### config.mk
export PLATFORM = sky130hd
export DESIGN_NAME = encoderTop
export DESIGN_NICKNAME = d
export VERILOG_FILES = /design/src/source/encoderPkg.sv /design/src/source/encoderIfs.sv /design/src/source/sampleBuffer.sv /design/src/source/autocorrUnit.sv /design/src/source/frameSequencer.sv /design/src/source/encoderTop.sv
export SDC_FILE = /design/constraint.sdc
export NUM_CORES = 2
export LEC_CHECK = 0
export BUFFER_PORTS_ARGS = -buffer_cell sky130_fd_sc_hd__clkbuf_2
export CAP_MARGIN = 20
export CORE_MARGIN = 3
export CORE_UTILIZATION = 55
export DETAILED_ROUTE_END_ITERATION = 8
export PLACE_DENSITY_LB_ADDON = 0.2
export SETUP_SLACK_MARGIN = 0.15
export SKIP_LAST_GASP = 1
export SLEW_MARGIN = 30
export SYNTH_ARGS = -nofsm -noshare
export SYNTH_HDL_FRONTEND = slang
export SYNTH_SLANG_ARGS = --single-unit
### constraint.sdc
create_clock -name clock -period 14.5 [get_ports clock]
set_input_delay 0.725 -clock clock [delete_from_list [all_inputs] [get_ports clock]]
set_output_delay 0.725 -clock clock [all_outputs]
set_load 0.02 [all_outputs]
### src/source/encoderPkg.sv
`default_nettype none

package encoderPkg;

	////////////////////////////////////////////////////////////////////////////
	// Datapath widths
	////////////////////////////////////////////////////////////////////////////

	localparam int sampleW = 16;	// Speech sample
	localparam int corrW = 32;	// Stored autocorrelation result
	localparam int accW = 40;	// MAC accumulator, 80 full-scale squares fit

	////////////////////////////////////////////////////////////////////////////
	// Frame defaults
	////////////////////////////////////////////////////////////////////////////

	localparam int defFrameLen = 80;
	localparam int defOrder = 10;
	localparam int defOutAddrW = 4;	// Must address Order+1 results

	// Sequencer stages, in frame order
	typedef enum logic [1:0]
	{
		stIdle,
		stLoad,
		stAutocorr
	} stageT;

endpackage

`default_nettype wire

### src/source/encoderIfs.sv
`default_nettype none

// Stage control between the sequencer and one processing unit
interface stageCtrlIf;
	import encoderPkg::*;

	stageT stage;
	logic request;	// Stage entered
	logic go;	// Gate released
	logic finish;	// Unit done with its stage

	modport seq
	(
		output stage,
		output request,
		output go,
		input finish
	);

	modport unit
	(
		input stage,
		input go,
		output finish
	);
endinterface

// Two read ports into the frame store, one per lag operand
interface sampleRdIf #(parameter int FrameLen = encoderPkg::defFrameLen);
	import encoderPkg::*;

	localparam int AddrW = $clog2(FrameLen);

	logic [AddrW-1:0] addrA;
	logic [AddrW-1:0] addrB;
	logic signed [sampleW-1:0] dataA;
	logic signed [sampleW-1:0] dataB;

	modport reader(output addrA, output addrB, input dataA, input dataB);
	modport store(input addrA, input addrB, output dataA, output dataB);
endinterface

`default_nettype wire

### src/source/sampleBuffer.sv
`default_nettype none

module sampleBuffer #(
	parameter int FrameLen = encoderPkg::defFrameLen
)(
	input logic clock,
	input logic rstN,
	input logic [encoderPkg::sampleW-1:0] in,
	stageCtrlIf.unit ctrl,
	sampleRdIf.store rd
);
	import encoderPkg::*;

	localparam int AddrW = $clog2(FrameLen);

	logic signed [sampleW-1:0] mem [FrameLen];
	logic [AddrW-1:0] wrIdx;
	logic writing;
	logic finishQ;
	logic loadGo;
	logic wrEn;
	logic [AddrW-1:0] wrAddr;

	assign loadGo = ctrl.go && (ctrl.stage == stLoad);
	assign wrEn = loadGo || writing;
	assign wrAddr = writing ? wrIdx : '0;	// Sample 0 lands on the go edge

	always_ff @(posedge clock)
	begin
		if (!rstN)
		begin
			writing <= 1'b0;
			wrIdx <= '0;
			finishQ <= 1'b0;
		end
		else
		begin
			finishQ <= 1'b0;
			if (loadGo)
			begin
				writing <= 1'b1;
				wrIdx <= AddrW'(1);
			end
			else if (writing)
			begin
				if (wrIdx == AddrW'(FrameLen - 1))
				begin
					writing <= 1'b0;
					finishQ <= 1'b1;
				end
				else
					wrIdx <= wrIdx + 1'b1;
			end
		end
	end

	always_ff @(posedge clock)
	begin
		if (wrEn)
			mem[wrAddr] <= in;
	end

	// Lag operand reads
	assign rd.dataA = mem[rd.addrA];
	assign rd.dataB = mem[rd.addrB];

	assign ctrl.finish = finishQ && (ctrl.stage == stLoad);

	wrIdxBound: assert property (@(posedge clock) disable iff (!rstN)
		wrIdx <= AddrW'(FrameLen - 1));

endmodule

`default_nettype wire

### src/source/autocorrUnit.sv
`default_nettype none

module autocorrUnit #(
	parameter int FrameLen = encoderPkg::defFrameLen,
	parameter int Order = encoderPkg::defOrder,
	parameter int OutAddrW = encoderPkg::defOutAddrW
)(
	input logic clock,
	input logic rstN,
	stageCtrlIf.unit ctrl,
	sampleRdIf.reader rd,
	input logic [OutAddrW-1:0] outBufAddr,
	output logic [encoderPkg::corrW-1:0] out
);
	import encoderPkg::*;

	localparam int AddrW = $clog2(FrameLen);
	localparam int LagW = $clog2(Order + 1);

	typedef enum logic
	{
		acIdle,
		acBusy
	} acStateT;

	acStateT state;
	logic [AddrW-1:0] n;
	logic [LagW-1:0] lag;
	logic signed [accW-1:0] acc;
	logic signed [accW-1:0] accNext;
	logic signed [2*sampleW-1:0] product;
	logic finishQ;
	logic corrGo;
	logic lastN;
	logic signed [corrW-1:0] resMem [Order+1];

	// Clamp to signed 32 bits
	function automatic logic signed [corrW-1:0] saturate(input logic signed [accW-1:0] v);
		if (v[accW-1:corrW-1] == {(accW-corrW+1){v[accW-1]}})
			return v[corrW-1:0];
		else if (v[accW-1])
			return {1'b1, {(corrW-1){1'b0}}};
		else
			return {1'b0, {(corrW-1){1'b1}}};
	endfunction

	////////////////////////////////////////////////////////////////////////////
	// MAC datapath, one product per cycle
	////////////////////////////////////////////////////////////////////////////

	assign rd.addrA = n;
	assign rd.addrB = n - AddrW'(lag);	// x[n-lag]

	assign product = rd.dataA * rd.dataB;
	assign accNext = acc + {{(accW-2*sampleW){product[2*sampleW-1]}}, product};

	assign corrGo = ctrl.go && (ctrl.stage == stAutocorr);
	assign lastN = (n == AddrW'(FrameLen - 1));

	always_ff @(posedge clock)
	begin
		if (!rstN)
		begin
			state <= acIdle;
			n <= '0;
			lag <= '0;
			acc <= '0;
			finishQ <= 1'b0;
			for (int i = 0; i <= Order; i++)
				resMem[i] <= '0;
		end
		else
		begin
			finishQ <= 1'b0;
			case (state)
				acIdle:
				begin
					if (corrGo)
					begin
						state <= acBusy;
						n <= '0;
						lag <= '0;
						acc <= '0;
					end
				end
				acBusy:
				begin
					if (lastN)
					begin
						resMem[lag] <= saturate(accNext);
						acc <= '0;
						if (lag == LagW'(Order))
						begin
							state <= acIdle;
							finishQ <= 1'b1;
						end
						else
						begin
							lag <= lag + 1'b1;
							n <= AddrW'(lag) + 1'b1;	// Next lag starts at n = lag
						end
					end
					else
					begin
						acc <= accNext;
						n <= n + 1'b1;
					end
				end
				default: state <= acIdle;
			endcase
		end
	end

	// Registered result read
	always_ff @(posedge clock)
		out <= (outBufAddr <= OutAddrW'(Order)) ? resMem[outBufAddr] : '0;

	assign ctrl.finish = finishQ && (ctrl.stage == stAutocorr);

	lagBound: assert property (@(posedge clock) disable iff (!rstN)
		(state == acBusy) |-> (lag <= LagW'(Order)));

endmodule

`default_nettype wire

### src/source/frameSequencer.sv
`default_nettype none

module frameSequencer (
	input logic clock,
	input logic rstN,
	input logic start,
	input logic testdone,
	stageCtrlIf.seq ctrl
);
	import encoderPkg::*;

	logic pending;	// Stage waiting on the host

	////////////////////////////////////////////////////////////////////////////
	// Stage FSM
	////////////////////////////////////////////////////////////////////////////

	always_ff @(posedge clock)
	begin
		if (!rstN)
		begin
			ctrl.stage <= stIdle;
			ctrl.request <= 1'b0;
		end
		else
		begin
			ctrl.request <= 1'b0;
			case (ctrl.stage)
				stIdle:
				begin
					if (start)
					begin
						ctrl.stage <= stLoad;
						ctrl.request <= 1'b1;
					end
				end
				stLoad:
				begin
					if (ctrl.finish)
					begin
						ctrl.stage <= stAutocorr;
						ctrl.request <= 1'b1;
					end
				end
				stAutocorr:
				begin
					if (ctrl.finish)
						ctrl.stage <= stIdle;	// Frame complete
				end
				default: ctrl.stage <= stIdle;
			endcase
		end
	end

	// Single-step gate, early testdone is dropped
	always_ff @(posedge clock)
	begin
		if (!rstN)
		begin
			pending <= 1'b0;
			ctrl.go <= 1'b0;
		end
		else
		begin
			ctrl.go <= 1'b0;
			if (ctrl.request)
				pending <= 1'b1;
			else if (pending && testdone)
			begin
				pending <= 1'b0;
				ctrl.go <= 1'b1;
			end
		end
	end

	goNeedsPending: assert property (@(posedge clock) disable iff (!rstN)
		ctrl.go |-> ($past(pending) && ctrl.stage != stIdle));

	requestGoApart: assert property (@(posedge clock) disable iff (!rstN)
		!(ctrl.request && ctrl.go));

endmodule

`default_nettype wire

### src/source/encoderTop.sv
`default_nettype none

module encoderTop #(
	parameter int FrameLen = encoderPkg::defFrameLen,
	parameter int Order = encoderPkg::defOrder,
	parameter int OutAddrW = encoderPkg::defOutAddrW
)(
	input logic clock,
	input logic rstN,
	input logic start,
	input logic [encoderPkg::sampleW-1:0] in,
	input logic testdone,
	input logic [OutAddrW-1:0] outBufAddr,
	output logic [encoderPkg::corrW-1:0] out,
	output logic done
);

	stageCtrlIf seqCtrl();
	stageCtrlIf loadCtrl();	// Sample load unit
	stageCtrlIf corrCtrl();	// Autocorrelation unit
	sampleRdIf #(.FrameLen(FrameLen)) sampleRd();

	// Fan stage and go out to both units
	assign loadCtrl.stage = seqCtrl.stage;
	assign loadCtrl.go = seqCtrl.go;
	assign corrCtrl.stage = seqCtrl.stage;
	assign corrCtrl.go = seqCtrl.go;

	assign seqCtrl.finish = loadCtrl.finish | corrCtrl.finish;

	frameSequencer iSeq (
		.clock(clock),
		.rstN(rstN),
		.start(start),
		.testdone(testdone),
		.ctrl(seqCtrl)
	);

	sampleBuffer #(.FrameLen(FrameLen)) iBuf (
		.clock(clock),
		.rstN(rstN),
		.in(in),
		.ctrl(loadCtrl),
		.rd(sampleRd)
	);

	autocorrUnit #(.FrameLen(FrameLen), .Order(Order), .OutAddrW(OutAddrW)) iCorr (
		.clock(clock),
		.rstN(rstN),
		.ctrl(corrCtrl),
		.rd(sampleRd),
		.outBufAddr(outBufAddr),
		.out(out)
	);

	// One pulse per finished stage
	always_ff @(posedge clock)
	begin
		if (!rstN)
			done <= 1'b0;
		else
			done <= seqCtrl.finish;
	end

endmodule

`default_nettype wire

Yosys cells after proc, flatten, opt, wreduce, memory -nomap -nowiden

Memory sizes are Yosys's and may differ from the RTL's. A register that Yosys moved wholly into a read port is not among the register bits.
Cells that the tools add are included.

Flip-flop bits (word level): 68
Bits in latches: 0
RAM bits: 1,632
Bits in read-only memories: 0
Word-level logic and storage cells: 114
Memories: 2

Add/sub/neg operators: 6
Multiply operators: 1
Divide/modulo/power cells: 0
$lt $le $gt $ge: 1
Equal/unequal tests: 14
Shifts and indexed selects: 0
Multiplexer cells: 51
Bitwise logic cells: 5
Reduce and logical (&&, ||, !) cells: 20

Memory list:

| memory       | depth | width | read ports | clocked after memory_dff | wr ports | RTL line           | text |
|---|---|---|---|---|---|---|---|
| iBuf.mem     | 80    | 16    | 2          | 1                        | 1        | sampleBuffer.sv:16 | `logic signed [sampleW-1:0] mem [FrameLen];` |
| iCorr.resMem | 11    | 32    | 1          | 1                        | 11       | autocorrUnit.sv:35 | `logic signed [corrW-1:0] resMem [Order+1];` |

Operators with widths:

| cell                                         | number |
|---|---|
| two-way mux 32 bit                           | 6 |
| two-way mux 40 bit                           | 2 |
| case mux 40 bit (2 select lines)             | 1 |
| two-way mux 7 bit                            | 6 |
| adder 40 bit                                 | 1 |
| multiplier 16 x 16 -> 32 bit                 | 1 |
| OR reduction 32 bit                          | 1 |
| two-way mux 1 bit                            | 24 |
| two-way mux 4 bit                            | 4 |
| adder 7 x 1 -> 7 bit (second input constant) | 2 |
| == test 7 bit (second input constant)        | 2 |
| case mux 7 bit (2 select lines)              | 1 |
| != test 2 bit (second input constant)        | 5 |
| AND reduction 3 bit                          | 3 |
| == test 8 bit                                | 1 |
| case mux 4 bit (2 select lines)              | 1 |
| subtractor 7 x 4 -> 7 bit                    | 1 |
| two-way mux 2 bit                            | 3 |
| case mux 2 bit (3 select lines)              | 1 |
| AND reduction 2 bit                          | 3 |
| adder 4 x 1 -> 5 bit (second input constant) | 1 |
| logical AND 1 bit                            | 5 |
| adder 4 x 1 -> 4 bit (second input constant) | 1 |
| == test 4 bit (second input constant)        | 1 |
| 14 further kinds                             | 21 |

Longest topological paths before layout

An unclocked memory read counts as a cell.

Word-level depth: 10
Depth in mapped cells: 52

By module

A second synthesis with hierarchy kept.

Cells, all modules: 6,383
Area total of the unflattened synthesis: 92,774.0 µm²

By module, submodules not included:

| module         | instances | cells each | area an instance (µm²) | sequential area each (µm²) |
|---|---|---|---|---|
| sampleBuffer   | 1         | 3,393      | 60,433.0               | 38,617.0 |
| autocorrUnit   | 1         | 2,971      | 32,123.3               | 11,951.5 |
| frameSequencer | 1         | 16         | 183.9                  | 100.1 |
| encoderTop     | 1         | 3          | 33.8                   | 20.0 |

Worst setup path before layout

No wires, ideal clock.

Path type: register to register
Start: reg iCorr.n[0], in the netlist iCorr.rd.addrA[0]
End: mem iCorr.resMem[4][21], data pin
Setup time: 0.260 ns
Arrival time: 12.737 ns
Data required time: 14.240 ns
Path slack: 1.503 ns
Stages on the path, launching flop included: 45
Cells stage by stage: dfxtp_1 inv_1 ha_1 fa_1 clkbuf_1 clkbuf_1 clkbuf_1 clkbuf_1 clkbuf_1 mux4_2 mux4_2 mux2i_1 clkbuf_1 nor2_1 fa_1 fa_1 fa_1 fa_1 (+9 left out) nand3_1 inv_1 ha_1 clkbuf_1 a21oi_1 o21bai_1 a21o_1 or4_1 o311a_1 o211ai_1 or3b_1 a2111o_1 or2_1 clkbuf_1 buf_2 o22ai_1 buf_2 nor2_1

RTL lines:

| item                   | RTL line            | text |
|---|---|---|
| start, declared        | autocorrUnit.sv:27  | `logic [AddrW-1:0] n;` |
| start signal, assigned | autocorrUnit.sv:100 | `n <= AddrW'(lag) + 1'b1;` |
| start signal, assigned | autocorrUnit.sv:106 | `n <= n + 1'b1;` |
| end, declared          | autocorrUnit.sv:35  |  |

==> flow_summary.json <==
{
  "worstMarginPinSlew_ns": 1.073,
  "fp.dieW_um": 411.0,
  "io_buffers": 56,
  "die_h_um": 411.0,
  "via_count": 53386,
  "ys_async_sr_fraction": 0,
  "place_inst": 7609,
  "seq_area_frac_synth": 0.5635,
  "start_util": 0.5580,
  "grt_overflow_total": 0,
  "wl_mm": 258.5,
  "finalNonFillerCells": 7945,
  "startpoint": "iCorr.rd.addrA[0]$_SDFFE_PN0P_",
  "syn_area_sq_um": 90210,
  "place.gp.congestion": 0.9139,
  "area_delta_synth_final_pct": 11.73,
  "drtIter0Drc": 7325,
  "synth_common_cells": "edfxtp_1, mux4_2, nor2_1",
  "slowest_delay_ns": 0.85,
  "viasPerCell": 6.719,
  "slew-limit-headroom": 0.2830,
  "dp_hpwl_mm": 159.3,
  "hold_violations": 0,
  "powerDensity_nw_per_um2": 127.6,
  "drtPass1Iterations": 5,
  "cts_buffers": 177,
  "grt.total_usage": 0.3111,
  "holdCritPathClass": "in -> reg",
  "crit_type": "reg -> reg",
  "r2r-start": "iCorr.rd.addrA[0]$_SDFFE_PN0P_",
  "timing.final.crit_share": 0.9564,
  "setup_viol": 0,
  "leakage_nw": 34.88,
  "ys_ff_latch": 1739,
  "cp_common_cell": "fa_1",
  "finalCriticalPeriod_ns": 13.87,
  "io_pins": 57,
  "synth_ff_type": "edfxtp_1",
  "synthTopCellsByArea": "edfxtp_1, mux4_2, fa_1, dfxtp_1, nor2_1",
  "fin_ws_ns": 0.6329,
  "cts_sinks": 1739,
  "core_sq_um": 161700,
  "cp.arrival_ns": 14.37,
  "yosysTopAreaCell": "edfxtp_1",
  "rsz0062_at_grt": "true",
  "ys_types": 74,
  "route.detailed.drc": 0,
  "yosysTopAreaCellShare": 0.5326,
  "maxClockFrequency_mhz": 72.11,
  "vdd_drop_max_v": 0.0002112,
  "clockBufferDepth": 3,
  "syn-num-nets": 5937,
  "timing.setup.tns_ns": 0,
  "start_kind": "register",
  "place_worst_setup_slack_ns": 0.2722,
  "wl_per_cell_um": 32.53,
  "grt_max_degree": 81,
  "slew_viol_final": 0,
  "synth_edf_count": 1600,
  "grt_antenna_before_repair": 5,
  "drive_gt1_frac": 0.2918,
  "grt_pass1_vias": 54488,
  "syn_inst": 5518,
  "core.rowCount": 147,
  "syn_avg_cell_area_sq_um": 16.35,
  "min_from": "testdone",
  "die_area_sq_um": 168900,
  "finalNetCount": 6051,
  "cts_setup_buffers": 0,
  "worstSetupEndpointType": "register",
  "htreeDepth": 4,
  "clk_latency_ns": 0.81,
  "hold_slack_ns": 0.2856,
  "min_delay_path_depth": 2,
  "cts-root-buf": "clkbuf_16",
  "clk_pin_slew_ns": 0.06,
  "crit_fanout": 47,
  "drv_cap": 0,
  "outcome": "complete, no violations",
  "slowest_stage": "fa_4",
  "yosys_warnings": 0,
  "rr_worst_depth": 40,
  "cts_tree": "built",
  "grt_pass1_wl_mm": 377.1,
  "ant_nets": 0,
  "synth.most_common_cell": "edfxtp_1",
  "required_ns": 15.01,
  "hold_buffers": 0,
  "skew_ns": 0.04767
}
cells in the final DEF, fill, tap and decap left out, drive strengths merged, types with 7 or more instances in the layout:
cell / synthesis / routed
mux4: 896 / 896
o21ai: 114 / 114
a211oi: 11 / 11
a21oi: 119 / 119
o22ai: 62 / 62
clkinv: 0 / 79
nand4: 20 / 20
edfxtp: 1600 / 1600
mux2i: 91 / 91
o211ai: 13 / 13
fa: 265 / 265
a31oi: 7 / 7
xnor2: 48 / 48
nor2: 637 / 637
o21a: 14 / 14
or2: 27 / 27
a22oi: 9 / 9
clkinvlp: 0 / 8
a21boi: 9 / 9
buf: 147 / 247
and3: 14 / 14
inv: 332 / 339
o21bai: 7 / 7
nor3: 19 / 19
bufinv: 0 / 23
clkbuf: 223 / 269
nand2: 298 / 298
nand2b: 29 / 29
nor2b: 32 / 32
nand3: 38 / 38
dfxtp: 139 / 139
xor2: 35 / 35
and2: 39 / 39
a21o: 30 / 30
or3: 7 / 7
ha: 130 / 130
kinds of logic (layout without fill, tap and decap cells):
| family | Yosys count | in the layout | share of synthesized area |
|---|---|---|---|
| flops | 1739 | 1739 | 0.5635 |
| simple gates | 1178 | 1178 | 0.05705 |
| mux | 993 | 993 | 0.2346 |
| buf+inv | 702 | 965 | 0.03124 |
| compound gates | 428 | 428 | 0.02874 |
| fa+ha+maj | 395 | 395 | 0.07684 |
| xor+xnor | 83 | 83 | 0.008059 |
| other cells | 0 | 4 | 0 |
state kept, by name, indices dropped and copies added, names as in the netlist, 2 cells and up, named ones only:
name / cells
iCorr.lag: 4
iSeq.ctrl.stage: 2
iCorr.out: 32
iBuf.mem: 1280
iCorr.acc: 40
iCorr.resMem: 352
iBuf.wrIdx: 7
iCorr.rd.addrA: 7
where the power goes:
part / total (W) / switching (W) / internal [W]
clock network: 0.00468 / 0.00195 / 0.00272
logic: 0.00264 / 0.00180 / 0.000847
registers: 0.00554 / 0.0000168 / 0.00552
total: 0.0129 / 0.00377 / 0.00909
per-stage QoR:
stage / total power (W) / util / cell area [sq um]
global route: 0.01334 / 0.6233 / 100800
floorplan: 0.007292 / - / 90210
CTS: 0.01285 / 0.6219 / 100500
global placement: 0.008196 / 0.5843 / 94460
detailed placement: 0.008213 / 0.5850 / 94590
finish: 0.01286 / 0.6234 / 100800
cell type report:
cell class / instances / area (sq um)
tap: 2160 / 2703
fill: 11428 / 60890
clock inverter: 117 / 1264
inverter: 332 / 1246
clock buffer: 211 / 4691
antenna: 4 / 10.01
timing repair buffer: 305 / 2769
sequential: 1739 / 50850
multi-input combinational: 3077 / 37260
worst max-delay path, delay by kind of cell, from the launching register on:
kind / cells / cell delay [ns]
AOI/OAI and AO/OA: 12 / 2.36
xor gates and xnor gates: 1 / 0.27
adders and majority gates: 10 / 4.75
buffers and inverters: 7 / 1.63
DFF: 1 / 0.41
muxes: 4 / 2.02
and+or+nand+nor: 6 / 2.04
layer usage:
| layer | wire, um | vias up | global-route usage |
|---|---|---|---|
| met5 | 28 | - | 0 |
| met1 | 91690 | 27870 | 0.4104 |
| met2 | 124900 | 3289 | 0.4981 |
| met4 | 15100 | 4 | 0.1556 |
| met3 | 26800 | 578 | 0.06304 |
| li1 | - | 21645 | - |
repair_timing:
| action | 4_1_cts | 5_1_grt |
|---|---|---|
| resized for setup | 0 | 32 |
| endpoints found under the setup margin | 0 | 342 |
| endpoints found under the hold margin | 0 | 0 |
final timing paths:
path | endpoint | slack [ns]
setup / recovery | iCorr.resMem[1][2]$_SDFFCE_PN0P_ | 0.63
hold / removal | iSeq.ctrl.go$_SDFF_PP0_ | 0.29
setup reg to reg | iCorr.resMem[1][2]$_SDFFCE_PN0P_ | 0.63
hold reg to reg | iCorr.resMem[10][14]$_SDFFE_PN0P_ | 0.45
Note: power is estimated with default switching activity, not from simulation.
